$ cat src/icache_pkg.sv
package icache_pkg;

    //////////////////////////////////////////////////////////////////////
    // address geometry
    //////////////////////////////////////////////////////////////////////

    localparam int ADDR_W   = 32;
    localparam int TAG_W    = 20;   // addr[31:12]
    localparam int INDEX_W  = 8;    // addr[11:4]
    localparam int OFFSET_W = 4;    // addr[3:0], byte within line

    localparam int SETS           = 1 << INDEX_W;
    localparam int WORDS_PER_LINE = 4;
    localparam int NUM_WAYS       = 2;

    //////////////////////////////////////////////////////////////////////
    // shared types
    //////////////////////////////////////////////////////////////////////

    // one instruction word
    typedef logic [31:0] word_t;

    typedef logic [TAG_W-1:0]   tag_t;
    typedef logic [INDEX_W-1:0] index_t;

    // word 0 sits in the low bits
    typedef word_t [WORDS_PER_LINE-1:0] line_t;

    // way number, one bit for two ways
    typedef logic [$clog2(NUM_WAYS)-1:0] way_sel_t;

endpackage

$ cat src/way_select.sv
`timescale 1ns/100ps

module way_select (
    input  icache_pkg::tag_t  [icache_pkg::NUM_WAYS-1:0] way_tag,
    input  icache_pkg::line_t [icache_pkg::NUM_WAYS-1:0] way_line,
    input  logic              [icache_pkg::NUM_WAYS-1:0] way_valid,
    input  icache_pkg::tag_t                             lookup_tag,
    input  logic              [icache_pkg::OFFSET_W-1:0] lookup_offset,
    output logic                                         hit,
    output icache_pkg::way_sel_t                         hit_way,
    output icache_pkg::word_t                            hit_word
);
    import icache_pkg::*;

    logic [NUM_WAYS-1:0] match;

    // tag compare per way
    always_comb begin
        for (int w = 0; w < NUM_WAYS; w++) begin
            match[w] = way_valid[w] && (way_tag[w] == lookup_tag);
        end
    end

    // walk downward so the lowest matching way is the one kept
    always_comb begin
        hit     = 1'b0;
        hit_way = '0;
        for (int w = NUM_WAYS - 1; w >= 0; w--) begin
            if (match[w]) begin
                hit     = 1'b1;
                hit_way = way_sel_t'(w);
            end
        end
    end

    // word select by offset bits 3:2
    assign hit_word = way_line[hit_way][lookup_offset[OFFSET_W-1:2]];

endmodule

$ cat config.mk
export PLATFORM = sky130hd
export DESIGN_NAME = way_select
export DESIGN_NICKNAME = d
export VERILOG_FILES = /design/src/icache_pkg.sv /design/src/way_select.sv
export SDC_FILE = /design/constraint.sdc
export NUM_CORES = 1
export LEC_CHECK = 0
export ABC_AREA = 1
export ABC_CLOCK_PERIOD_IN_PS = 2150
export BUFFER_PORTS_ARGS = -buffer_cell sky130_fd_sc_hd__buf_2
export CORE_AREA = 2 2 139 141
export DETAILED_ROUTE_END_ITERATION = 10
export DIE_AREA = 0 0 141 143
export GPL_ROUTABILITY_DRIVEN = 0
export PLACE_DENSITY = 0.57
export SETUP_SLACK_MARGIN = 0.2
export SLEW_MARGIN = 20
export SYNTH_ARGS = -nofsm -noshare
export SYNTH_HDL_FRONTEND = slang
export SYNTH_SLANG_ARGS = --single-unit
$ cat constraint.sdc
create_clock -name vclk -period 2.15
set_clock_uncertainty 0.05 [all_clocks]
set_input_delay 0.3225 -clock vclk [all_inputs]
set_output_delay 0.3225 -clock vclk [all_outputs]
set_load 0.005 [all_outputs]
==> results.json <==
{
  "fmax_ghz": 0.388,
  "internal_power_mw": 0.607,
  "fin_crit_ps": 2580,
  "switching_share_pct": 50.6,
  "dr_total_vias": 8205,
  "postLayoutCellArea_mm2": 0.00881,
  "grt-ovfl-total": 0,
  "timing_worst_slew_pin_value_ps": 481,
  "grt_pass1_wl_um": 36900,
  "syn_avg_cell_area_um2": 4.27,
  "mostFrequentLayoutCells": "nand2_1, buf_2, inv_1",
  "num_rows": 50,
  "hold_path_depth": 8,
  "ys.warnings.count": 0,
  "wl_um": 26400,
  "hold_viol": 0,
  "powerDensity_mw_per_mm2": 139,
  "synth_area_mm2": 0.00467,
  "dp_cells": 1712,
  "min_path_type": "in2out",
  "die_h_um": 143,
  "grt_max_degree": 64,
  "placed_area_mm2": 0.00724,
  "worstSetupStartpointType": "input pin",
  "wl_per_cell_um": 14.9,
  "setup_ws_ps": -429,
  "p_clk_share_pct": 0,
  "port_buffers": 354,
  "timing.slew.headroom_pct": 67.9,
  "cp-end-kind": "output pin",
  "postLayoutCoreUtil_pct": 47.4,
  "worstSetupPathType": "in2out",
  "initial_core_util_pct": 25.1,
  "seq_cell_count": 0,
  "route.detailed.drc": 0,
  "combPwrFrac_pct": 100.0,
  "syn_to_final_growth_pct": 88.7,
  "leakage_nw": 5.88,
  "finalCritPeriodShare_pct": 120,
  "fin_cells": 1769,
  "grt_antenna_before_repair": 5,
  "dieArea_mm2": 0.0202,
  "syn_inst": 1092,
  "rsz0062_at_grt": "yes",
  "maxCapViolations": 0,
  "net-switching-power_mw": 0.621,
  "failed_checks": "negative setup slack",
  "vias_per_cell": 4.64,
  "slew_viol_final": 0,
  "nNetsFinal": 1856,
  "drtAntennaViolNets": 0,
  "crit_fanout": 8,
  "worstPathRequired_ps": 1780,
  "yosysSeqAreaShare_pct": 0,
  "dp_slack_ps": -360,
  "grtUsageTotal_pct": 22.6,
  "hpwl_um": 18700,
  "hold_slack_ps": 1060,
  "synth_nets": 1414,
  "p_seq_share_pct": 0,
  "drtPass1Iterations": 5,
  "irDropWorstVdd_uv": 141,
  "hold_end": "hit_word[19]",
  "ys_types": 21,
  "drive_gt1_share_pct": 42.4,
  "ioPinCount": 356,
  "outcome": "complete, but fails checks",
  "nClkBuffers": 0,
  "die_x_um": 141,
  "hold_start": "way_line[19]",
  "drt_iter0_drc": 415,
  "grt_pass1_vias": 7542,
  "final_common_cell": "nand2_1",
  "seq_area_um2": 0,
  "core_mm2": 0.0186,
  "setup_viol": 34,
  "worstPathArrival_ps": 2210
}
[power by group through the flow]
| stage | combinational, mW | sequential, mW | clock (mW) |
|---|---|---|---|
| floorplan | 0.462 | 0 | 0 |
| global placement | 1.05 | 0 | 0 |
| detailed placement | 1.05 | 0 | 0 |
| CTS | 1.15 | 0 | 0 |
| global route | 1.35 | 0 | 0.000000187 |
| finish | 1.23 | 0 | 0.000000187 |
[critical path: stages]
cell	delay, ps
buf_6	70
inv_2	40
nand2_2	90
nand2_2	60
nor2_2	120
nand2_1	80
nor2_1	110
nand2_1	100
nor2_4	190
buf_6	160
buf_12	130
buf_8	130
clkbuf_16	160
nand3_2	70
nand3_2	60
nand2_1	50
nand2_1	50
nand2_1	70
buf_2	130
[repair_timing]
item / 4_1_cts / 5_1_grt
resized for setup: 117 / 99
hold buffers: 0 / 0
setup endpoints to repair: 34 / 34
setup buffers: 33 / 5
pin swaps: 20 / 87
cloned: 7 / 9
[layout make-up]
| class | instances | area (um^2) |
|---|---|---|
| Inverter | 312 | 1180 |
| Fill cell | 2011 | 9770 |
| Timing Repair Buffer | 502 | 3610 |
| Multi-Input combinational cell | 718 | 3720 |
| Antenna cell | 3 | 7.51 |
| Tap cell | 234 | 293 |
[Yosys cell counts]
library cell	instances	area share, %
nand3_1	262	28
nand2_1	390	31
buf_2	22	2.4
nor2_2	1	0.13
buf_1	4	0.32
o211ai_1	1	0.16
inv_1	306	25
nor3b_1	1	0.16
buf_6	13	3.1
nor4_1	2	0.27
nor4b_1	1	0.19
nor3_1	4	0.43
clkbuf_1	18	1.4
o21ai_0	1	0.11
a31oi_1	1	0.13
nor2_1	35	2.8
inv_2	6	0.48
xnor2_1	6	1.1
buf_4	5	0.80
nand4_1	11	1.5
o2111ai_1	2	0.38
[per-stage QoR]
step / setup TNS (ps) / power, mW
2_1_floorplan: 0 / 0.462
5_1_grt: -15830 / 1.35
3_3_place_gp: -9350 / 1.05
3_5_place_dp: -8960 / 1.05
6_report: -12040 / 1.23
4_1_cts: -8740 / 1.15
[kinds of logic after synthesis]
group,synth area share (%)
buf+inv,33.2
compound gates,0.778
simple gates,64.9
xor+xnor,1.13
[worst max-delay path by stage]
stage	slack [ps]	depth (start not counted)	start	to
after floorplan	280	13	lookup_tag[16]	hit_word[11]
after global placement	-370	13	lookup_tag[2]	hit_word[27]
after detailed placement	-360	13	lookup_tag[2]	hit_word[27]
after CTS	-300	17	lookup_tag[12]	hit_word[16]
after global routing	-530	17	way_tag[29]	hit_word[22]
final	-430	19	way_tag[20]	hit_word[22]
[metal layers]
layer / track usage, % / vias up / wire, um
li1: - / 4114 / -
met1: 26.9 / 3598 / 10400
met2: 41.6 / 423 / 13100
met3: 2.68 / 70 / 1910
met4: 8.11 / 0 / 959
met5: 0 / - / 0
No activity file was read; power rests on OpenSTA's default activity.
