### src/icache_pkg.sv
package icache_pkg;

    //////////////////////////////////////////////////////////////////////
    // address geometry
    //////////////////////////////////////////////////////////////////////

    localparam int ADDR_W   = 32;
    localparam int TAG_W    = 20;   // addr[31:12]
    localparam int INDEX_W  = 8;    // addr[11:4]
    localparam int OFFSET_W = 4;    // addr[3:0], byte within line

    localparam int SETS           = 1 << INDEX_W;
    localparam int WORDS_PER_LINE = 4;
    localparam int NUM_WAYS       = 2;

    //////////////////////////////////////////////////////////////////////
    // shared types
    //////////////////////////////////////////////////////////////////////

    // one instruction word
    typedef logic [31:0] word_t;

    typedef logic [TAG_W-1:0]   tag_t;
    typedef logic [INDEX_W-1:0] index_t;

    // word 0 sits in the low bits
    typedef word_t [WORDS_PER_LINE-1:0] line_t;

    // way number, one bit for two ways
    typedef logic [$clog2(NUM_WAYS)-1:0] way_sel_t;

endpackage

### src/icache_ctrl.sv
`timescale 1ns/100ps

module icache_ctrl (
    input  logic                                clk,
    input  logic                                hit_success,
    // fetch front end
    input  logic                                valid,
    input  logic [icache_pkg::ADDR_W-1:0]       addr,
    output logic                                addr_ok,
    output logic                                data_ok,
    output icache_pkg::word_t                   rdata,
    output logic                                cache_miss,
    // lookup side of the ways
    input  logic                                hit,
    input  icache_pkg::way_sel_t                hit_way,
    input  icache_pkg::word_t                   hit_word,
    output logic                                read_en,
    output icache_pkg::index_t                  read_index,
    output icache_pkg::tag_t                    lookup_tag,
    output logic [icache_pkg::OFFSET_W-1:0]     lookup_offset,
    // fill side of the ways
    output logic [icache_pkg::NUM_WAYS-1:0]     fill_en,
    output icache_pkg::index_t                  fill_index,
    output icache_pkg::tag_t                    fill_tag,
    output icache_pkg::line_t                   fill_line,
    // memory bus
    output logic                                rd_req,
    output logic [icache_pkg::ADDR_W-1:0]       rd_addr,
    input  logic                                rd_rdy,
    input  logic                                ret_valid,
    input  logic                                ret_last,
    input  icache_pkg::word_t                   ret_data
);
    import icache_pkg::*;

    typedef enum logic [2:0] {
        IDLE,
        LOOKUP,
        ASK_MEM,
        REFILL,
        RESPOND
    } state_t;

    state_t state_q;
    state_t state_d;

    logic [ADDR_W-1:0]          addr_q;     // accepted fetch address
    index_t                     buf_index;
    word_t [WORDS_PER_LINE-2:0] beats_q;    // first three beats of a refill
    way_sel_t [SETS-1:0]        lru_q;      // way to replace next, per set
    way_sel_t                   victim;
    logic                       lookup_hit;
    logic                       fill_now;

    //////////////////////////////////////////////////////////////////////
    // front handshake and request buffer
    //////////////////////////////////////////////////////////////////////

    assign addr_ok    = valid && (state_q == IDLE);
    assign read_en    = addr_ok;    // ways read at the accepting edge
    assign read_index = addr[OFFSET_W +: INDEX_W];

    always_ff @(posedge clk) begin
        if (addr_ok) begin
            addr_q <= addr;
        end
    end

    assign buf_index     = addr_q[OFFSET_W +: INDEX_W];
    assign lookup_tag    = addr_q[ADDR_W-1 -: TAG_W];
    assign lookup_offset = addr_q[OFFSET_W-1:0];

    assign lookup_hit = (state_q == LOOKUP) && hit;
    assign cache_miss = (state_q == LOOKUP) && !hit;   // one cycle pulse

    //////////////////////////////////////////////////////////////////////
    // state machine
    //////////////////////////////////////////////////////////////////////

    always_comb begin
        state_d = state_q;
        case (state_q)
            IDLE:    if (valid) state_d = LOOKUP;
            LOOKUP:  state_d = hit ? RESPOND : ASK_MEM;
            ASK_MEM: if (rd_rdy) state_d = REFILL;
            REFILL:  if (ret_valid && ret_last) state_d = RESPOND;
            RESPOND: state_d = IDLE;
            default: state_d = IDLE;
        endcase
    end

    always_ff @(posedge clk or posedge hit_success) begin
        if (hit_success) begin
            state_q <= IDLE;
            data_ok <= 1'b0;
        end else begin
            state_q <= state_d;
            data_ok <= (state_d == RESPOND);  // high for the respond cycle
        end
    end

    // returned word, from the hit way or from the line just collected
    always_ff @(posedge clk) begin
        if (lookup_hit) begin
            rdata <= hit_word;
        end else if (fill_now) begin
            rdata <= fill_line[lookup_offset[OFFSET_W-1:2]];
        end
    end

    //////////////////////////////////////////////////////////////////////
    // memory read and refill
    //////////////////////////////////////////////////////////////////////

    assign rd_req  = (state_q == ASK_MEM);
    assign rd_addr = {addr_q[ADDR_W-1:OFFSET_W], {OFFSET_W{1'b0}}};  // line aligned

    // beats come in word order, shift down so word 0 ends lowest
    always_ff @(posedge clk) begin
        if ((state_q == REFILL) && ret_valid) begin
            beats_q <= {ret_data, beats_q[WORDS_PER_LINE-2:1]};
        end
    end

    // the last beat goes straight into the fill
    assign fill_now   = (state_q == REFILL) && ret_valid && ret_last;
    assign fill_line  = {ret_data, beats_q};
    assign fill_index = buf_index;
    assign fill_tag   = lookup_tag;
    assign victim     = lru_q[buf_index];

    always_comb begin
        fill_en = '0;
        if (fill_now) begin
            fill_en[victim] = 1'b1;
        end
    end

    // point the set at the way not just used
    always_ff @(posedge clk or posedge hit_success) begin
        if (hit_success) begin
            lru_q <= '0;
        end else if (lookup_hit) begin
            lru_q[buf_index] <= ~hit_way;
        end else if (fill_now) begin
            lru_q[buf_index] <= ~victim;
        end
    end

endmodule

### config.mk
export PLATFORM = sky130hd
export DESIGN_NAME = icache_ctrl
export DESIGN_NICKNAME = d
export VERILOG_FILES = /design/src/icache_pkg.sv /design/src/icache_ctrl.sv
export SDC_FILE = /design/constraint.sdc
export NUM_CORES = 1
export LEC_CHECK = 0
export BUFFER_PORTS_ARGS = -buffer_cell sky130_fd_sc_hd__clkbuf_2
export CAP_MARGIN = 40
export CORE_ASPECT_RATIO = 1.5
export CORE_MARGIN = 8
export CORE_UTILIZATION = 23
export CTS_CLUSTER_DIAMETER = 50
export DETAILED_ROUTE_END_ITERATION = 12
export PLACE_DENSITY = 0.53
export SYNTH_ARGS = -nofsm -noshare
export SYNTH_HDL_FRONTEND = slang
export SYNTH_SLANG_ARGS = --single-unit
### constraint.sdc
create_clock -name clk -period 10.3 [get_ports clk]
set_input_delay 3.09 -clock clk [delete_from_list [all_inputs] [get_ports clk]]
set_output_delay 3.09 -clock clk [all_outputs]
set_load 0.01 [all_outputs]
==> metrics, run 1 <==
kind of critical path=reg2out; mapped cell area=19650 um2; DP HPWL=40250 um; # IOs=363; vias in the first global route=15210; share of layout cells above drive strength 1=32.63%; reg-to-reg setup timing slack=5.20 ns; sequential-to-total area share from yosys stat=57.56%; Final WS setup=2.546 ns; final hold vios=0; DRT Wirelength=60910 um; pwr/cell area=217.6 nW/um2; pre-CTS setup slack=3.094 ns; via density per instance=4.849; Final Skew=0.03277 ns; H-tree depth=2; CP Max Fanout=28; post-cts hold buffer count=0; Slew HR=33.19%; Slew @ Worst Pin=1.002 ns; Die Y=374.0 um; Port Buf Inserts=358; Primary FF master, synth=dfrtp_1; DP Area=21760 um2; worst reg2reg endpoint=lru_q[96]; crit path capture=fill_en[1]; required time worst endpoint=7.21 ns; Fin Setup TNS=0 ns; Synth cell types=51; first-pass GRT wire length=93110 um; RR Startpoint=addr_q[4]; Adder-Cell Fraction of Synth Area=0%; Placer Congestion=0.8181; Tmin final=7.754 ns; FMAX=0.1290 GHz; GR Overflow Total=0; EDFF count, synth=160; row count=131; Simple-Gate Fraction of Synth Area=4.661%; HP Class=reg2reg; cts bufs inserted=52; synthesis-to-layout area growth=19.83%; Worst-path clk slew=0.06 ns; fin crit share=75.28%; Layout Nets=1867; Die Wd=254.7 um; CTS root buffer=clkbuf_16; largest family of logic cells by synthesized area=compound AO/OA/AOI/OAI gates; xor/xnor share of the synthesized area=0%; GRT Overall Usage=12.43%; Worst Setup Start Kind=flop; buffer and inverter count on the worst path=3; antenna viol nets, final=0; routed len/inst=20.75 um; DR iter-0 viols=1051; clock tree buffer depth=3; Synth warnings=0; CP delay by family, top=compound AO/OA/AOI/OAI gates; FFs w/ async S/R, synth=61.90%; CTS resizes=0; Cells after Synth=1570; final std cells w/o fill=2935; maxcap violations=0; Post-Layout Inst Area=23550 um2; die area=95240 um2; Compound-Gate Fraction of Synth Area=18.10%; Worst path depth=10; post-synthesis register bit count=420; largest incremental delay on the critical path=0.89 ns; RSZ-0062 raised after global routing=false; Max Slew Vio Count=0; Starting Density=23.14%; CP Cell Sequence=buf_4, buf_4, mux4_2, mux2_2, nand3_1, a41oi_1, a2111oi_2, a21oi_1, nor2b_1, clkbuf_2; initial antenna violation count=0; DRC violations left=0; final setup fails=0; Worst setup startpoint=addr_q[4]; cell mode on critical path=buf_4; mux share of post-synthesis cell area=11.77%; Arr. time, crit path=4.66 ns; status=complete, no violations; worst-skew pair later-pin latency=0.63 ns; CP Capture Type=output port; vias=14230; setup bufs post-CTS=0; Cells after DPL=2839; r2r worst-path depth=12; # clock sinks=420; Antenna Cells=0; Critical Path Slowest Stage Cell=a2111oi_2; largest net degree at the start of global routing=171; Avg Cell Area, Syn=12.52 um2; 1st-pass router iterations=5; leakage=9.573 nW; CORE AREA=84900 um2; hold_ws=0.4787 ns; worst IR drop on VDD=0.1372 mV; TritonCTS clock tree=yes
cell type report:
| cell class | count | area [um2] |
|---|---|---|
| flip-flops and latches | 420 | 11310 |
| multi-input cells | 889 | 6863 |
| fillers | 8842 | 61360 |
| clock buffers | 70 | 1469 |
| clock inverters | 26 | 312.8 |
| inverters | 4 | 22.52 |
| repair buffers | 396 | 2155 |
| well taps | 1130 | 1414 |
Yosys cell counts (10+ instances only):
cell,n,share of area (%)
nor2b_1,13,0.41
mux2i_1,32,1.6
edfxtp_1,160,24
nand2b_1,10,0.32
buf_2,17,0.43
buf_4,101,3.9
o21ai_0,260,6.6
nand2_1,134,2.6
o31ai_1,256,9.8
buf_1,12,0.23
nand3_1,19,0.48
mux4_2,87,10
dfrtp_1,260,33
buf_6,21,1.2
nor2_1,11,0.21
clkbuf_1,109,2.1
a22oi_1,10,0.38
worst register-to-register path, cell delays in order (launching register included):
cell,delay [ns]
edfxtp_1,0.32
buf_4,0.39
buf_4,0.62
mux4_2,0.58
mux2_2,0.28
nand3_1,0.12
a41oi_1,0.18
a2111oi_2,0.89
a211oi_4,0.04
buf_4,0.44
buf_4,0.51
buf_12,0.29
o31ai_1,0.32
registers in the layout, summed over array words and instances, names as in the netlist:
name,cells
rdata,32
fill_line,96
state_q,3
lru_q,256
data_ok,1
addr_q,32
cell families after synthesis:
family | after synthesis
AOI/OAI and AO/OA | 558
DFF | 420
buffers and inverters | 264
and+or+nand+nor | 205
muxes | 122
other | 1
worst min-delay path by stage:
stage | depth (start not counted) | slack [ns] | startpoint | end
2_1_floorplan | 2 | 0.47 | lru_q[146] | lru_q[146]
6_report | 0 | 0.48 | fill_line[77] | fill_line[45]
5_1_grt | 0 | 0.50 | fill_line[53] | fill_line[21]
4_1_cts | 0 | 0.48 | fill_line[84] | fill_line[52]
3_3_place_gp | 0 | 0.46 | fill_line[45] | fill_line[13]
3_5_place_dp | 0 | 0.46 | fill_line[52] | fill_line[20]
per-stage QoR:
step | total power [mW] | utilization (%)
5_1_grt | 5.366 | 27.73
6_report | 5.124 | 27.73
3_3_place_gp | 3.242 | 25.51
4_1_cts | 5.209 | 27.73
2_1_floorplan | 2.949 | -
3_5_place_dp | 3.283 | 25.63
routing by layer:
layer  share of wire (%)  track usage (%)  vias to the layer above
li1                    -                -                     6279
met1                  38            14.41                     7138
met2                  50            21.56                      701
met3                 7.7            2.964                      113
met4                 4.1            5.460                        0
met5                   0                0                        -
power by group:
group          switching, mW  total (mW)  internal [mW]
registers              0.112        2.08           1.97
logic                  0.783        1.16          0.375
clock network          0.790        1.89           1.10
layout by cell type (no fill, tap or decap), drive strengths merged, types with 3 or more instances in the layout:
cell type  count
clkbuf       428
o21ai        262
dfrtp        260
o31ai        256
edfxtp       160
nand2        134
mux4          87
buf           38
mux2i         32
nand3         19
inv           14
nor2b         13
clkinv        12
nor2          11
nand2b        10
a22oi         10
a21oi          4
conb           4
and2           3
a31oi          3
mux2           3
bufinv         3
a211oi         3
a2111oi        3
(Power assumes the default switching activity.)
==> inputs of run 2 (changes only) <==
--- a/config.mk
+++ b/config.mk
@@ -5,6 +5,7 @@
 export SDC_FILE = /design/constraint.sdc
 export NUM_CORES = 1
 export LEC_CHECK = 0
+export ABC_AREA = 1
 export BUFFER_PORTS_ARGS = -buffer_cell sky130_fd_sc_hd__clkbuf_2
 export CAP_MARGIN = 40
 export CORE_ASPECT_RATIO = 1.5
@@ -12,7 +13,7 @@
 export CORE_UTILIZATION = 23
 export CTS_CLUSTER_DIAMETER = 50
 export DETAILED_ROUTE_END_ITERATION = 12
-export PLACE_DENSITY = 0.53
+export PLACE_DENSITY = 0.51
 export SYNTH_ARGS = -nofsm -noshare
 export SYNTH_HDL_FRONTEND = slang
 export SYNTH_SLANG_ARGS = --single-unit
==> constraint.sdc (replaced) <==
create_clock -name clk -period 8.1 [get_ports clk]
set_input_delay 2.43 -clock clk [delete_from_list [all_inputs] [get_ports clk]]
set_output_delay 2.43 -clock clk [all_outputs]
set_load 0.01 [all_outputs]
==> run 2 against run 1 <==
Against the previous run:
- area after synthesis increased by 12%
- critical path type unchanged
- combinational power up 47%
- die area is 11% higher
- critical endpoint unchanged
- power rose by 33%
- critical path depth rose by 4
- setup slack got worse by 0.73 ns
==> metrics, run 2 <==
status=complete, no violations; Tmin final=6.281 ns; required time worst endpoint=5.67 ns; area share of the largest cell type after synthesis=29.55%; Max Slew Vio Count=0; H-tree depth=2; mapped cell area=22020 um2; Slew HR=26.95%; Synth warnings=0; sequential share of power=39.5%; FFs w/ async S/R, synth=61.90%; Critical Path Slowest Stage Cell=inv_2; CP delay by family, top=buffers and inverters; vias=20170; CTS resizes=0; CP Capture Type=output port; final hold vios=0; fin crit share=77.54%; max reg flops=256; 1st-pass router iterations=5; Worst path depth=14; pwr/cell area=259.4 nW/um2; reg-to-reg setup timing slack=4.16 ns; final std cells w/o fill=4446; Die Wd=268.6 um; largest incremental delay on the critical path=0.62 ns; Layout Nets=3242; GRT Overall Usage=14.84%; maxcap violations=0; Worst Setup Start Kind=flop; Port Buf Inserts=358; Synth cell types=22; final setup fails=0; hold depth=0; Fill cells=10520; RSZ-0062 raised after global routing=false; sequential-to-total area share from yosys stat=51.38%; leakage=12.81 nW; Cells after Synth=2947; Arr. time, crit path=3.85 ns; CTS root buffer=clkbuf_16; HP Class=reg2reg; post-cts hold buffer count=0; largest net degree at the start of global routing=214; worst-skew pair later-pin latency=0.64 ns; # IOs=363; FMAX=0.1592 GHz; Largest Register=lru_q; # clock sinks=420; CP Max Fanout=46; initial antenna violation count=1; GR Overflow Total=0; routed len/inst=18.11 um; Final Skew=0.04302 ns; kind of critical path=reg2out; Fin Setup TNS=0 ns; Antenna Cells=0; most common cell in the netlist=nand2_1; Avg Cell Area, Syn=7.471 um2; row count=139; EDFF count, synth=160; cts bufs inserted=51; worst IR drop on VDD=0.1797 mV; share of layout cells above drive strength 1=16.37%; synthesis-to-layout area growth=19.52%; DRT Wirelength=80510 um; synth cell count leaders=1317 x nand2_1, 392 x nor2_1, 260 x dfrtp_1, 166 x o21ai_0, 160 x edfxtp_1; vias in the first global route=20640; DP HPWL=52770 um; cell mode on critical path=nand2_1; most common cell after layout, fill and taps aside=nand2_1; Worst-path clk slew=0.06 ns; DR iter-0 viols=1197; via density per instance=4.538; P_sw=2.440 mW; CORE AREA=95310 um2; post-synthesis register bit count=420; r2r worst-path depth=17; DRC violations left=0; Placer Congestion=0.7937; Starting Density=23.10%; Clk pwr share=35.6%; Die Y=394.9 um; most frequent cells in the layout=1317 x nand2_1, 382 x nor2_1, 358 x clkbuf_2; Slew @ Worst Pin=1.096 ns; buffer and inverter count on the worst path=3; Sw Share=35.74%; Area contributors post-synth=dfrtp_1 30%, nand2_1 22%, edfxtp_1 22%, nor2_1 6.7%, buf_4 3.8%; internal cell power=4.387 mW; clock tree buffer depth=3; CP Cell Sequence=buf_4, nand2_2, inv_2, nand2_1, nand3_1, nand2_1, nand2_1, o21ai_0, nand2_1, nor2_1, nor2_1, nor2_1, a21oi_1, clkbuf_2; TritonCTS clock tree=yes; die area=106100 um2; area leader, netlist=dfrtp_1; antenna viol nets, final=0; Cells after DPL=4354; setup bufs post-CTS=0; combinational share of power=24.9%; first-pass GRT wire length=124600 um; Primary FF master, synth=dfrtp_1
[run 2: changes by cell type after synthesis, sizes merged, moves of 13 or more]
cell | previous run | this run
clkbuf | 109 | 127
nor2b | 13 | 0
nor2 | 11 | 394
mux4 | 87 | 0
o21ai | 262 | 170
a31oi | 3 | 32
nand2 | 134 | 1319
nand3 | 19 | 127
nor3 | 1 | 86
mux2i | 32 | 0
inv | 4 | 52
nand4 | 2 | 48
o31ai | 256 | 0
[run 2: path summary, 6_finish.rpt]
path	startpoint	endpoint
worst min register to register	fill_line[41]	fill_line[9]
worst min-delay path	fill_line[41]	fill_line[9]
worst max register to register	addr_q[5]	lru_q[114]
max in group asynchronous	hit_success	lru_q[113]
worst max-delay path	addr_q[5]	fill_en[1]
min in group asynchronous	hit_success	lru_q[0]
[run 2: cell families (layout without fill, tap and decap cells)]
kind of cell	after synthesis	after routing	share of synthesized area, %
compound gates	207	207	4.887
simple gates	1974	1974	35.46
other cells	1	4	0.01703
flops	420	420	51.38
buf+inv	345	572	8.263
[run 2: power by group through the flow]
stage                     Clock (mW)  Sequential (mW)  Combinational, mW
after global routing            2.56             2.73               1.87
after CTS                       2.50             2.70               1.73
after floorplan                    0             2.73               1.04
after global placement             0             2.73               1.67
final                           2.43             2.70               1.70
after detailed placement           0             2.73               1.73
[run 2: worst reg2reg max path: stages (launching register included)]
cell and delay [ns]:
edfxtp_1 0.36, buf_4 0.58, nand2_2 0.24, inv_2 0.62
nand2_1 0.12, nand3_1 0.12, nand2_1 0.06, nand2_1 0.08
o21ai_0 0.07, nand2_1 0.15, nor2_1 0.08, nor2_1 0.13
nor2_1 0.09, nand2_1 0.18, nand2_8 0.29, buf_12 0.35
nand2_1 0.23, nand2_1 0.07
[run 2: cell type report]
| class | count | area (um2) | share of cell area [%] |
|---|---|---|---|
| flip-flops and latches | 420 | 11310 | 42.98 |
| multi-input cells | 2185 | 8951 | 34.02 |
| repair buffers | 419 | 2476 | 9.410 |
| well taps | 1269 | 1588 | 6.034 |
| clock buffers | 69 | 1435 | 5.454 |
| clock inverters | 23 | 314.1 | 1.193 |
| inverters | 61 | 239.0 | 0.9082 |
[run 2: per-layer routing]
metal  up-vias  GRT usage [%]  part of all wire, %
li1       9697              -                    -
met1      9632          17.62                   41
met2       668          25.31                   48
met3       177          3.424                  6.5
met4         0          6.506                  4.5
met5         -              0                    0
[run 2: metrics by stage]
| stage | util, % | setup WS (ns) | cell area (um2) | total power [mW] | hold WS [ns] |
|---|---|---|---|---|---|
| 2_1_floorplan | - | 1.116 | 22030 | 3.777 | 0.4487 |
| 3_3_place_gp | 25.45 | 2.009 | 24260 | 4.401 | 0.4528 |
| 4_1_cts | 27.61 | 1.767 | 26310 | 6.919 | 0.4708 |
| 3_5_place_dp | 25.77 | 2.072 | 24560 | 4.460 | 0.4595 |
| 5_1_grt | 27.61 | 1.554 | 26310 | 7.154 | 0.4865 |
| 6_report | 27.61 | 1.819 | 26310 | 6.827 | 0.4761 |
